--- src/rot_macros.svh ---
`ifndef ROT_MACROS_SVH
`define ROT_MACROS_SVH

// sprite geometry.
`define ROT_IMAGE_SIZE 8
`define ROT_COOR_WIDTH 3

// pixel colour, zero is transparent.
`define ROT_COLOR_WIDTH 8

// binary angle, 512 per turn.
`define ROT_ANG_WIDTH 9

// cordic iterations.
`define ROT_STAGES 8

// fraction bits of centred coordinates.
`define ROT_FRAC_BITS 8

`endif

--- src/sprite_pkg.sv ---
`default_nettype none
`include "rot_macros.svh"

package sprite_pkg;

    // one row or column index.
    typedef logic [`ROT_COOR_WIDTH-1:0] coor_t;

    // stored colour, zero reads as transparent.
    typedef logic [`ROT_COLOR_WIDTH-1:0] color_t;

    // row * size + column, i.e. {row, column}.
    typedef logic [2*`ROT_COOR_WIDTH-1:0] pix_addr_t;

endpackage

`default_nettype wire

--- src/rot_pkg.sv ---
`default_nettype none
`include "rot_macros.svh"

package rot_pkg;

    // signed binary angle, quarter turn is 128.
    typedef logic signed [`ROT_ANG_WIDTH-1:0] angle_t;

    // centred coordinate in doubled units, ROT_FRAC_BITS fraction bits.
    typedef logic signed [15:0] fix_t;

    typedef enum logic [1:0] {
        IDLE,
        SCAN,
        HOLD
    } scan_state_t;

endpackage

`default_nettype wire

--- src/raster_scanner.sv ---
`default_nettype none
`include "rot_macros.svh"

module raster_scanner (
    input  wire                    i_clk,
    input  wire                    i_rst_n,
    input  wire                    i_start,
    input  wire rot_pkg::angle_t   i_angle,
    output logic                   o_scan_valid,
    output sprite_pkg::coor_t      o_h,
    output sprite_pkg::coor_t      o_v,
    output rot_pkg::angle_t        o_angle,
    output logic                   o_last
);

    import sprite_pkg::*;
    import rot_pkg::*;

    scan_state_t state_q;
    coor_t       col_q;
    coor_t       row_q;
    logic        col_end;
    logic        frame_end;

    assign col_end   = (col_q == coor_t'(`ROT_IMAGE_SIZE - 1));
    assign frame_end = col_end && (row_q == coor_t'(`ROT_IMAGE_SIZE - 1));

    always_ff @(posedge i_clk or negedge i_rst_n) begin
        if (!i_rst_n) begin
            state_q      <= IDLE;
            col_q        <= '0;
            row_q        <= '0;
            o_scan_valid <= 1'b0;
            o_last       <= 1'b0;
        end else begin
            o_scan_valid <= 1'b0;
            o_last       <= 1'b0;
            case (state_q)
                IDLE: begin
                    if (i_start) begin
                        state_q <= SCAN;
                        col_q   <= '0;
                        row_q   <= '0;
                    end
                end
                SCAN: begin
                    o_scan_valid <= 1'b1;
                    o_last       <= frame_end; // flags (7,7).
                    if (col_end) begin
                        col_q <= '0;
                        row_q <= row_q + 1'b1;
                    end else begin
                        col_q <= col_q + 1'b1;
                    end
                    if (frame_end) begin
                        state_q <= HOLD;
                    end
                end
                HOLD: begin
                    if (!i_start) begin
                        state_q <= IDLE; // start must drop first.
                    end
                end
                default: state_q <= IDLE;
            endcase
        end
    end

    always_ff @(posedge i_clk) begin
        if (state_q == IDLE && i_start) begin
            o_angle <= -i_angle; // inverse mapping.
        end
        if (state_q == SCAN) begin
            o_h <= col_q;
            o_v <= row_q;
        end
    end

endmodule

`default_nettype wire

--- src/coord_rotator.sv ---
`default_nettype none
`include "rot_macros.svh"

module coord_rotator (
    input  wire                    i_clk,
    input  wire                    i_rst_n,
    input  wire                    i_valid,
    input  wire                    i_last,
    input  wire sprite_pkg::coor_t i_h,
    input  wire sprite_pkg::coor_t i_v,
    input  wire rot_pkg::angle_t   i_angle,
    output sprite_pkg::pix_addr_t  o_src_addr,
    output logic                   o_out_of_range,
    output logic                   o_valid,
    output logic                   o_last,
    output sprite_pkg::coor_t      o_h,
    output sprite_pkg::coor_t      o_v
);

    import sprite_pkg::*;
    import rot_pkg::*;

    // residual angle with ROT_FRAC_BITS extra fraction bits.
    typedef logic signed [15:0] zacc_t;

    function automatic zacc_t atan_lut(input int idx);
        case (idx)
            0:       atan_lut = zacc_t'(16384);
            1:       atan_lut = zacc_t'(9672);
            2:       atan_lut = zacc_t'(5110);
            3:       atan_lut = zacc_t'(2594);
            4:       atan_lut = zacc_t'(1302);
            5:       atan_lut = zacc_t'(652);
            6:       atan_lut = zacc_t'(326);
            7:       atan_lut = zacc_t'(163);
            default: atan_lut = zacc_t'(0);
        endcase
    endfunction

    logic signed [`ROT_COOR_WIDTH+1:0] h_c;
    logic signed [`ROT_COOR_WIDTH+1:0] v_c;
    fix_t   hx;
    fix_t   vy;
    angle_t ang_t;
    logic [1:0] quad;
    zacc_t  z_res;

    fix_t  x_s   [0:`ROT_STAGES];
    fix_t  y_s   [0:`ROT_STAGES];
    zacc_t z_s   [0:`ROT_STAGES];
    coor_t h_s   [0:`ROT_STAGES];
    coor_t v_s   [0:`ROT_STAGES];
    logic  vld_s [0:`ROT_STAGES];
    logic  lst_s [0:`ROT_STAGES];

    logic signed [31:0] x_gain;
    logic signed [31:0] y_gain;
    fix_t  x_k;
    fix_t  y_k;
    fix_t  x_src;
    fix_t  y_src;
    logic  oor;

    // 2*c - 7 gives odd values in -7..7.
    assign h_c = $signed({1'b0, i_h, 1'b0}) - (`ROT_IMAGE_SIZE - 1);
    assign v_c = $signed({1'b0, i_v, 1'b0}) - (`ROT_IMAGE_SIZE - 1);
    assign hx  = fix_t'(h_c) <<< `ROT_FRAC_BITS;
    assign vy  = fix_t'(v_c) <<< `ROT_FRAC_BITS;

    // nearest quarter turn and what is left of it.
    assign ang_t = i_angle + angle_t'(1 << (`ROT_ANG_WIDTH - 3));
    assign quad  = ang_t[`ROT_ANG_WIDTH-1:`ROT_ANG_WIDTH-2];
    assign z_res = zacc_t'({1'b0, ang_t[`ROT_ANG_WIDTH-3:0], `ROT_FRAC_BITS'(0)})
                 - zacc_t'(1 << (`ROT_ANG_WIDTH + `ROT_FRAC_BITS - 3));

    always_ff @(posedge i_clk or negedge i_rst_n) begin
        if (!i_rst_n) begin
            for (int i = 0; i <= `ROT_STAGES; i++) begin
                vld_s[i] <= 1'b0;
                lst_s[i] <= 1'b0;
            end
            o_valid <= 1'b0;
            o_last  <= 1'b0;
        end else begin
            vld_s[0] <= i_valid;
            lst_s[0] <= i_last;
            for (int i = 1; i <= `ROT_STAGES; i++) begin
                vld_s[i] <= vld_s[i-1];
                lst_s[i] <= lst_s[i-1];
            end
            o_valid <= vld_s[`ROT_STAGES];
            o_last  <= lst_s[`ROT_STAGES];
        end
    end

    always_ff @(posedge i_clk) begin
        case (quad)
            2'd0: begin x_s[0] <= hx;  y_s[0] <= vy;  end
            2'd1: begin x_s[0] <= -vy; y_s[0] <= hx;  end
            2'd2: begin x_s[0] <= -hx; y_s[0] <= -vy; end
            default: begin x_s[0] <= vy; y_s[0] <= -hx; end
        endcase
        z_s[0] <= z_res;
        h_s[0] <= i_h;
        v_s[0] <= i_v;
        for (int k = 0; k < `ROT_STAGES; k++) begin
            if (z_s[k] >= 0) begin
                x_s[k+1] <= x_s[k] - (y_s[k] >>> k);
                y_s[k+1] <= y_s[k] + (x_s[k] >>> k);
                z_s[k+1] <= z_s[k] - atan_lut(k);
            end else begin
                x_s[k+1] <= x_s[k] + (y_s[k] >>> k);
                y_s[k+1] <= y_s[k] - (x_s[k] >>> k);
                z_s[k+1] <= z_s[k] + atan_lut(k);
            end
            h_s[k+1] <= h_s[k];
            v_s[k+1] <= v_s[k];
        end
    end

    assign x_gain = 32'(x_s[`ROT_STAGES]) * 32'sd39798; // gain 0.60726 in q16.
    assign y_gain = 32'(y_s[`ROT_STAGES]) * 32'sd39798;
    assign x_k    = x_gain[31:16];
    assign y_k    = y_gain[31:16];

    // add 7, halve, round half up.
    assign x_src = (x_k + fix_t'(`ROT_IMAGE_SIZE << `ROT_FRAC_BITS)) >>> (`ROT_FRAC_BITS + 1);
    assign y_src = (y_k + fix_t'(`ROT_IMAGE_SIZE << `ROT_FRAC_BITS)) >>> (`ROT_FRAC_BITS + 1);

    assign oor = (x_src < 0) || (x_src > (`ROT_IMAGE_SIZE - 1))
              || (y_src < 0) || (y_src > (`ROT_IMAGE_SIZE - 1));

    always_ff @(posedge i_clk) begin
        o_src_addr     <= {coor_t'(y_src), coor_t'(x_src)};
        o_out_of_range <= oor;
        o_h            <= h_s[`ROT_STAGES];
        o_v            <= v_s[`ROT_STAGES];
    end

endmodule

`default_nettype wire

--- src/sprite_ram.sv ---
`default_nettype none
`include "rot_macros.svh"

module sprite_ram (
    input  wire                        i_clk,
    input  wire                        i_wr_en,
    input  wire sprite_pkg::pix_addr_t i_wr_addr,
    input  wire sprite_pkg::color_t    i_wr_data,
    input  wire sprite_pkg::pix_addr_t i_rd_addr,
    output sprite_pkg::color_t         o_rd_data
);

    import sprite_pkg::*;

    color_t mem [0:`ROT_IMAGE_SIZE*`ROT_IMAGE_SIZE-1];

    // loaded only between frames.
    always_ff @(posedge i_clk) begin
        if (i_wr_en) begin
            mem[i_wr_addr] <= i_wr_data;
        end
    end

    always_ff @(posedge i_clk) begin
        o_rd_data <= mem[i_rd_addr]; // one cycle read.
    end

endmodule

`default_nettype wire

--- src/pixel_shader.sv ---
`default_nettype none

module pixel_shader (
    input  wire                     i_clk,
    input  wire                     i_rst_n,
    input  wire                     i_valid,
    input  wire                     i_last,
    input  wire                     i_out_of_range,
    input  wire sprite_pkg::color_t i_color,
    input  wire sprite_pkg::coor_t  i_h,
    input  wire sprite_pkg::coor_t  i_v,
    output sprite_pkg::color_t      o_pixel,
    output logic                    o_opacity,
    output logic                    o_valid,
    output logic                    o_done,
    output sprite_pkg::coor_t       o_h,
    output sprite_pkg::coor_t       o_v
);

    import sprite_pkg::*;

    logic  valid_d;
    logic  last_d;
    logic  oor_d;
    coor_t h_d;
    coor_t v_d;
    logic  visible;

    assign visible = valid_d && !oor_d;

    always_ff @(posedge i_clk or negedge i_rst_n) begin
        if (!i_rst_n) begin
            valid_d   <= 1'b0;
            last_d    <= 1'b0;
            o_valid   <= 1'b0;
            o_done    <= 1'b0;
            o_opacity <= 1'b0;
        end else begin
            valid_d   <= i_valid; // lines up with ram data.
            last_d    <= i_last;
            o_valid   <= valid_d;
            o_done    <= valid_d && last_d;
            o_opacity <= visible && (i_color != '0);
        end
    end

    always_ff @(posedge i_clk) begin
        oor_d   <= i_out_of_range;
        h_d     <= i_h;
        v_d     <= i_v;
        o_pixel <= visible ? i_color : '0;
        o_h     <= h_d;
        o_v     <= v_d;
    end

endmodule

`default_nettype wire

--- src/image_rotator.sv ---
`default_nettype none

module image_rotator (
    input  wire                        i_clk,
    input  wire                        i_rst_n,
    input  wire                        i_start,
    input  wire                        i_wr_en,
    input  wire rot_pkg::angle_t       i_angle,
    input  wire sprite_pkg::pix_addr_t i_wr_addr,
    input  wire sprite_pkg::color_t    i_wr_data,
    output sprite_pkg::color_t         o_pixel,
    output logic                       o_opacity,
    output sprite_pkg::coor_t          o_h,
    output sprite_pkg::coor_t          o_v,
    output logic                       o_valid,
    output logic                       o_done
);

    import sprite_pkg::*;
    import rot_pkg::*;

    logic      scan_valid;
    logic      scan_last;
    coor_t     scan_h;
    coor_t     scan_v;
    angle_t    scan_angle;

    pix_addr_t src_addr;
    logic      src_oor;
    logic      src_valid;
    logic      src_last;
    coor_t     src_h;
    coor_t     src_v;

    color_t    rd_color;

    raster_scanner u_scanner (
        .i_clk          (i_clk),
        .i_rst_n        (i_rst_n),
        .i_start        (i_start),
        .i_angle        (i_angle),
        .o_scan_valid   (scan_valid),
        .o_h            (scan_h),
        .o_v            (scan_v),
        .o_angle        (scan_angle),
        .o_last         (scan_last)
    );

    coord_rotator u_rotator (
        .i_clk          (i_clk),
        .i_rst_n        (i_rst_n),
        .i_valid        (scan_valid),
        .i_last         (scan_last),
        .i_h            (scan_h),
        .i_v            (scan_v),
        .i_angle        (scan_angle),
        .o_src_addr     (src_addr),
        .o_out_of_range (src_oor),
        .o_valid        (src_valid),
        .o_last         (src_last),
        .o_h            (src_h),
        .o_v            (src_v)
    );

    sprite_ram u_ram (
        .i_clk          (i_clk),
        .i_wr_en        (i_wr_en),
        .i_wr_addr      (i_wr_addr),
        .i_wr_data      (i_wr_data),
        .i_rd_addr      (src_addr),
        .o_rd_data      (rd_color)
    );

    pixel_shader u_shader (
        .i_clk          (i_clk),
        .i_rst_n        (i_rst_n),
        .i_valid        (src_valid),
        .i_last         (src_last),
        .i_out_of_range (src_oor),
        .i_color        (rd_color),
        .i_h            (src_h),
        .i_v            (src_v),
        .o_pixel        (o_pixel),
        .o_opacity      (o_opacity),
        .o_valid        (o_valid),
        .o_done         (o_done),
        .o_h            (o_h),
        .o_v            (o_v)
    );

endmodule

`default_nettype wire

--- config.mk ---
export PLATFORM = sky130hd
export DESIGN_NAME = image_rotator
export DESIGN_NICKNAME = d
export VERILOG_FILES = /design/src/sprite_pkg.sv /design/src/rot_pkg.sv /design/src/raster_scanner.sv /design/src/coord_rotator.sv /design/src/sprite_ram.sv /design/src/pixel_shader.sv /design/src/image_rotator.sv
export VERILOG_INCLUDE_DIRS = /design/src /design/src/src
export SDC_FILE = /design/constraint.sdc
export NUM_CORES = 2
export LEC_CHECK = 0
export BUFFER_PORTS_ARGS = -buffer_cell sky130_fd_sc_hd__buf_2
export CAP_MARGIN = 0
export CORE_AREA = 3 3 300 302
export CTS_BUF_LIST = sky130_fd_sc_hd__clkbuf_16
export DETAILED_ROUTE_END_ITERATION = 8
export DIE_AREA = 0 0 303 305
export PLACE_DENSITY = 0.77
export SLEW_MARGIN = 20
export SYNTH_ARGS = -nofsm -noshare
export SYNTH_HDL_FRONTEND = slang
export SYNTH_SLANG_ARGS = --single-unit
--- constraint.sdc ---
create_clock -name i_clk -period 8.3 [get_ports i_clk]
set_input_delay 1.66 -clock i_clk [delete_from_list [all_inputs] [get_ports i_clk]]
set_output_delay 1.66 -clock i_clk [all_outputs]
set_load 0.02 [all_outputs]
==> results.toml <==
[outcome]
outcome = "complete, no violations"

[yosys]
ys_seq_area_share_pct = 46.9
ys_async_sr_fraction_pct = 3.69
ys_types = 75
yosysTopAreaCellShare_pct = 30.6
synth_seq_cells = 949
syn_avg_cell_area_sq_um = 12.7
yosys.area.top_type = "edfxtp_1"
yosys-top-cells-area = "edfxtp_1 (31%), dfxtp_1 (15%), ha_1 (13%), fa_1 (9.3%), mux4_2 (7.2%)"
yosysWarnings = 0
syn_area_sq_um = 52300
syn-instance-count = 4121
synth_edf_count = 533
synth_ff_type = "edfxtp_1"

[cells_and_area]
area_growth_pct = 9.06
fill_cells = 6279
regArea_sq_um = 24500
n_antenna_cell = 0
num-nets-final = 5019
multi_input_area_sq_um = 25400
layout_commonest_cell = "inv_1"
drive_gt1_share_pct = 9.40
final_cell_mix = "inv_1 (588), edfxtp_1 (533), ha_1 (532), dfxtp_1 (378), fa_1 (244)"

[detailed_routing]
wl_met3_um = 6610
postRouteAntennaNets = 0
drtPass1Iterations = 6
first_iter_violations = 1999
top_layer = "met5"
met2WireLength_um = 55100
wl_um = 108000
viasPerCell = 5.63
drc_errors = 0
vias = 30724
routedWlPerCell_um = 19.8
wl_met1_um = 43400

[sta]
hold_viol = 0
min_period_ps = 7210
rsz0062_at_grt = "no"
maxSlewViolCount = 0
slew-limit-headroom_pct = 38.2
setup_violations = 0
fin_setup_tns_ps = 0
fin_skew_ps = 56.7
period_share_pct = 86.9
tightest_slew_ps = 926
clock.fmax_mhz = 139

[setup_path]
cp.arrival_ps = 7720
crit_type = "reg -> reg"
critPathLaunchType = "flip-flop"
cp.required_ps = 8810
worstPathMaxFanout = 7
endpoint_kind = "flip-flop"

[clock_network]
cts_hold_buffers = 0
cts_post_setup_buffers_inserted = 0
cts_tree = "built"
cts.root.buffer_cell = "clkbuf_16"
htreeDepth = 3
clk_pin_slew_ps = 60
clk_latency_ps = 670
post_cts_resized = 0
clkSinkCount = 949
clk_path_buf_depth = 3
cts_buffers = 94

[place]
dp_hpwl_um = 75100
numPortBuffers = 43
gp_congestion = 0.898

[grt]
grt_pass1_wl_um = 173000
grt.total_usage_pct = 23.8
grt_pass1_vias = 32331
overflow = 0
antenna_found_initial = 1
grt_max_degree = 96

[floorplanning]
initial_core_util_pct = 59.5
die-width_um = 303
die-area_sq_um = 92400
coreArea_sq_um = 88000
ios = 44
rows = 109
die_h_um = 305

[flow_run]
cap_violations = 0

[min_path]
hp-class = "reg -> reg"
-- routing by layer --
| layer | vias to the layer above | GRT usage, % |
|---|---|---|
| met5 | - | 0 |
| li1 | 14552 | - |
| met1 | 14985 | 30.8 |
| met3 | 197 | 3.38 |
| met2 | 988 | 41.8 |
| met4 | 2 | 6.67 |
-- path summary, 6_finish.rpt --
check / cells past startpoint / slack [ps] / from / end
worst max-delay path: 24 / 1090 / u_rotator.x_s[8][14]$_DFF_P_ / u_rotator.o_out_of_range$_DFF_P_
min in group asynchronous: 1 / 1110 / i_rst_n / u_scanner.state_q[0]$_DFFE_PN0P_
max in group asynchronous: 1 / 6570 / i_rst_n / u_shader.o_valid$_DFF_PN0_
worst min register to register: 0 / 300 / u_rotator.v_s[1][0]$_DFF_P_ / u_rotator.v_s[2][0]$_DFF_P_
worst max register to register: 24 / 1090 / u_rotator.x_s[8][14]$_DFF_P_ / u_rotator.o_out_of_range$_DFF_P_
worst min-delay path: 0 / 300 / u_rotator.v_s[1][0]$_DFF_P_ / u_rotator.v_s[2][0]$_DFF_P_
-- area by class of cell --
cell class / instances / share of cell area (%)
timing repair buffer: 61 / 0.663
sequential: 949 / 43.0
clock buffer: 98 / 4.30
clock inverter: 78 / 1.18
inverter: 568 / 3.74
multi-input combinational: 2542 / 44.6
tap: 1165 / 2.56
-- sequential cells by signal, summed over array words and instances, names as in the netlist, 8 cells and up --
| register | count |
|---|---|
| u_ram.mem | 512 |
| u_rotator.x_s | 105 |
| u_rotator.y_s | 105 |
| u_rotator.z_s | 81 |
| u_rotator.h_s | 27 |
| u_rotator.v_s | 27 |
| u_rotator.lst_s | 9 |
| u_rotator.vld_s | 9 |
| u_scanner.o_angle | 9 |
| u_ram.o_rd_data | 8 |
| u_shader.o_pixel | 8 |
-- Yosys cell counts (15+ instances only) --
cell,count
inv_1,566
edfxtp_1,533
ha_1,532
dfxtp_1,381
fa_1,244
xnor2_1,238
nor2_1,233
a21oi_1,182
mux4_2,168
nand2_1,143
xor2_1,134
o21ai_0,129
a21o_1,60
o21bai_1,49
clkbuf_1,47
nand2b_1,46
nor2b_1,36
dfrtp_1,35
nand3_1,35
nor3_1,35
o31ai_1,29
or3_1,28
a21boi_0,24
buf_1,19
o21a_1,19
and2_1,15
-- stage by stage --
| step | instance area, sq um | setup WS (ps) | hold slack, ps | util, % | instances |
|---|---|---|---|---|---|
| 2_1_floorplan | 52300 | 1310 | 310 | - | 4126 |
| 3_3_place_gp | 53900 | 1270 | 311 | 61.3 | 5285 |
| 3_5_place_dp | 53900 | 1080 | 312 | 61.3 | 5285 |
| 4_1_cts | 57000 | 1040 | 287 | 64.8 | 5461 |
| 5_1_grt | 57000 | 759 | 306 | 64.8 | 5461 |
| 6_report | 57000 | 1090 | 298 | 64.8 | 5461 |
-- logic make-up after synthesis --
kind of cell / Yosys count / share of synthesized area [%]
flip-flops: 949 / 46.9
adder cells (fa/ha/maj): 777 / 22.1
buffers and inverters: 635 / 4.56
AND/OR/NAND/NOR: 622 / 5.55
AO/OA/AOI/OAI: 583 / 7.20
XOR/XNOR: 372 / 6.23
multiplexers: 182 / 7.51
other: 1 / 0.00717
-- worst max-delay path, stage by stage (launching register included) --
cell       delay, ps
dfxtp_1          520
inv_1            160
ha_1             360
fa_1             490
inv_1             60
fa_1             530
fa_1             440
fa_1             540
inv_1             50
fa_1             520
inv_1             40
ha_1             290
nand3_1          100
nor3_1           290
o211ai_1         150
o211a_1          310
a211oi_1         310
o21ai_0          120
a31oi_1          450
ha_1             370
nand2b_1         110
maj3_1           360
o2111ai_1        240
xnor2_1          160
nand4_1          100
Power is left out: the tool's default activity adds up to more than one toggle a clock period on the data nets, which glitch-free logic cannot reach.
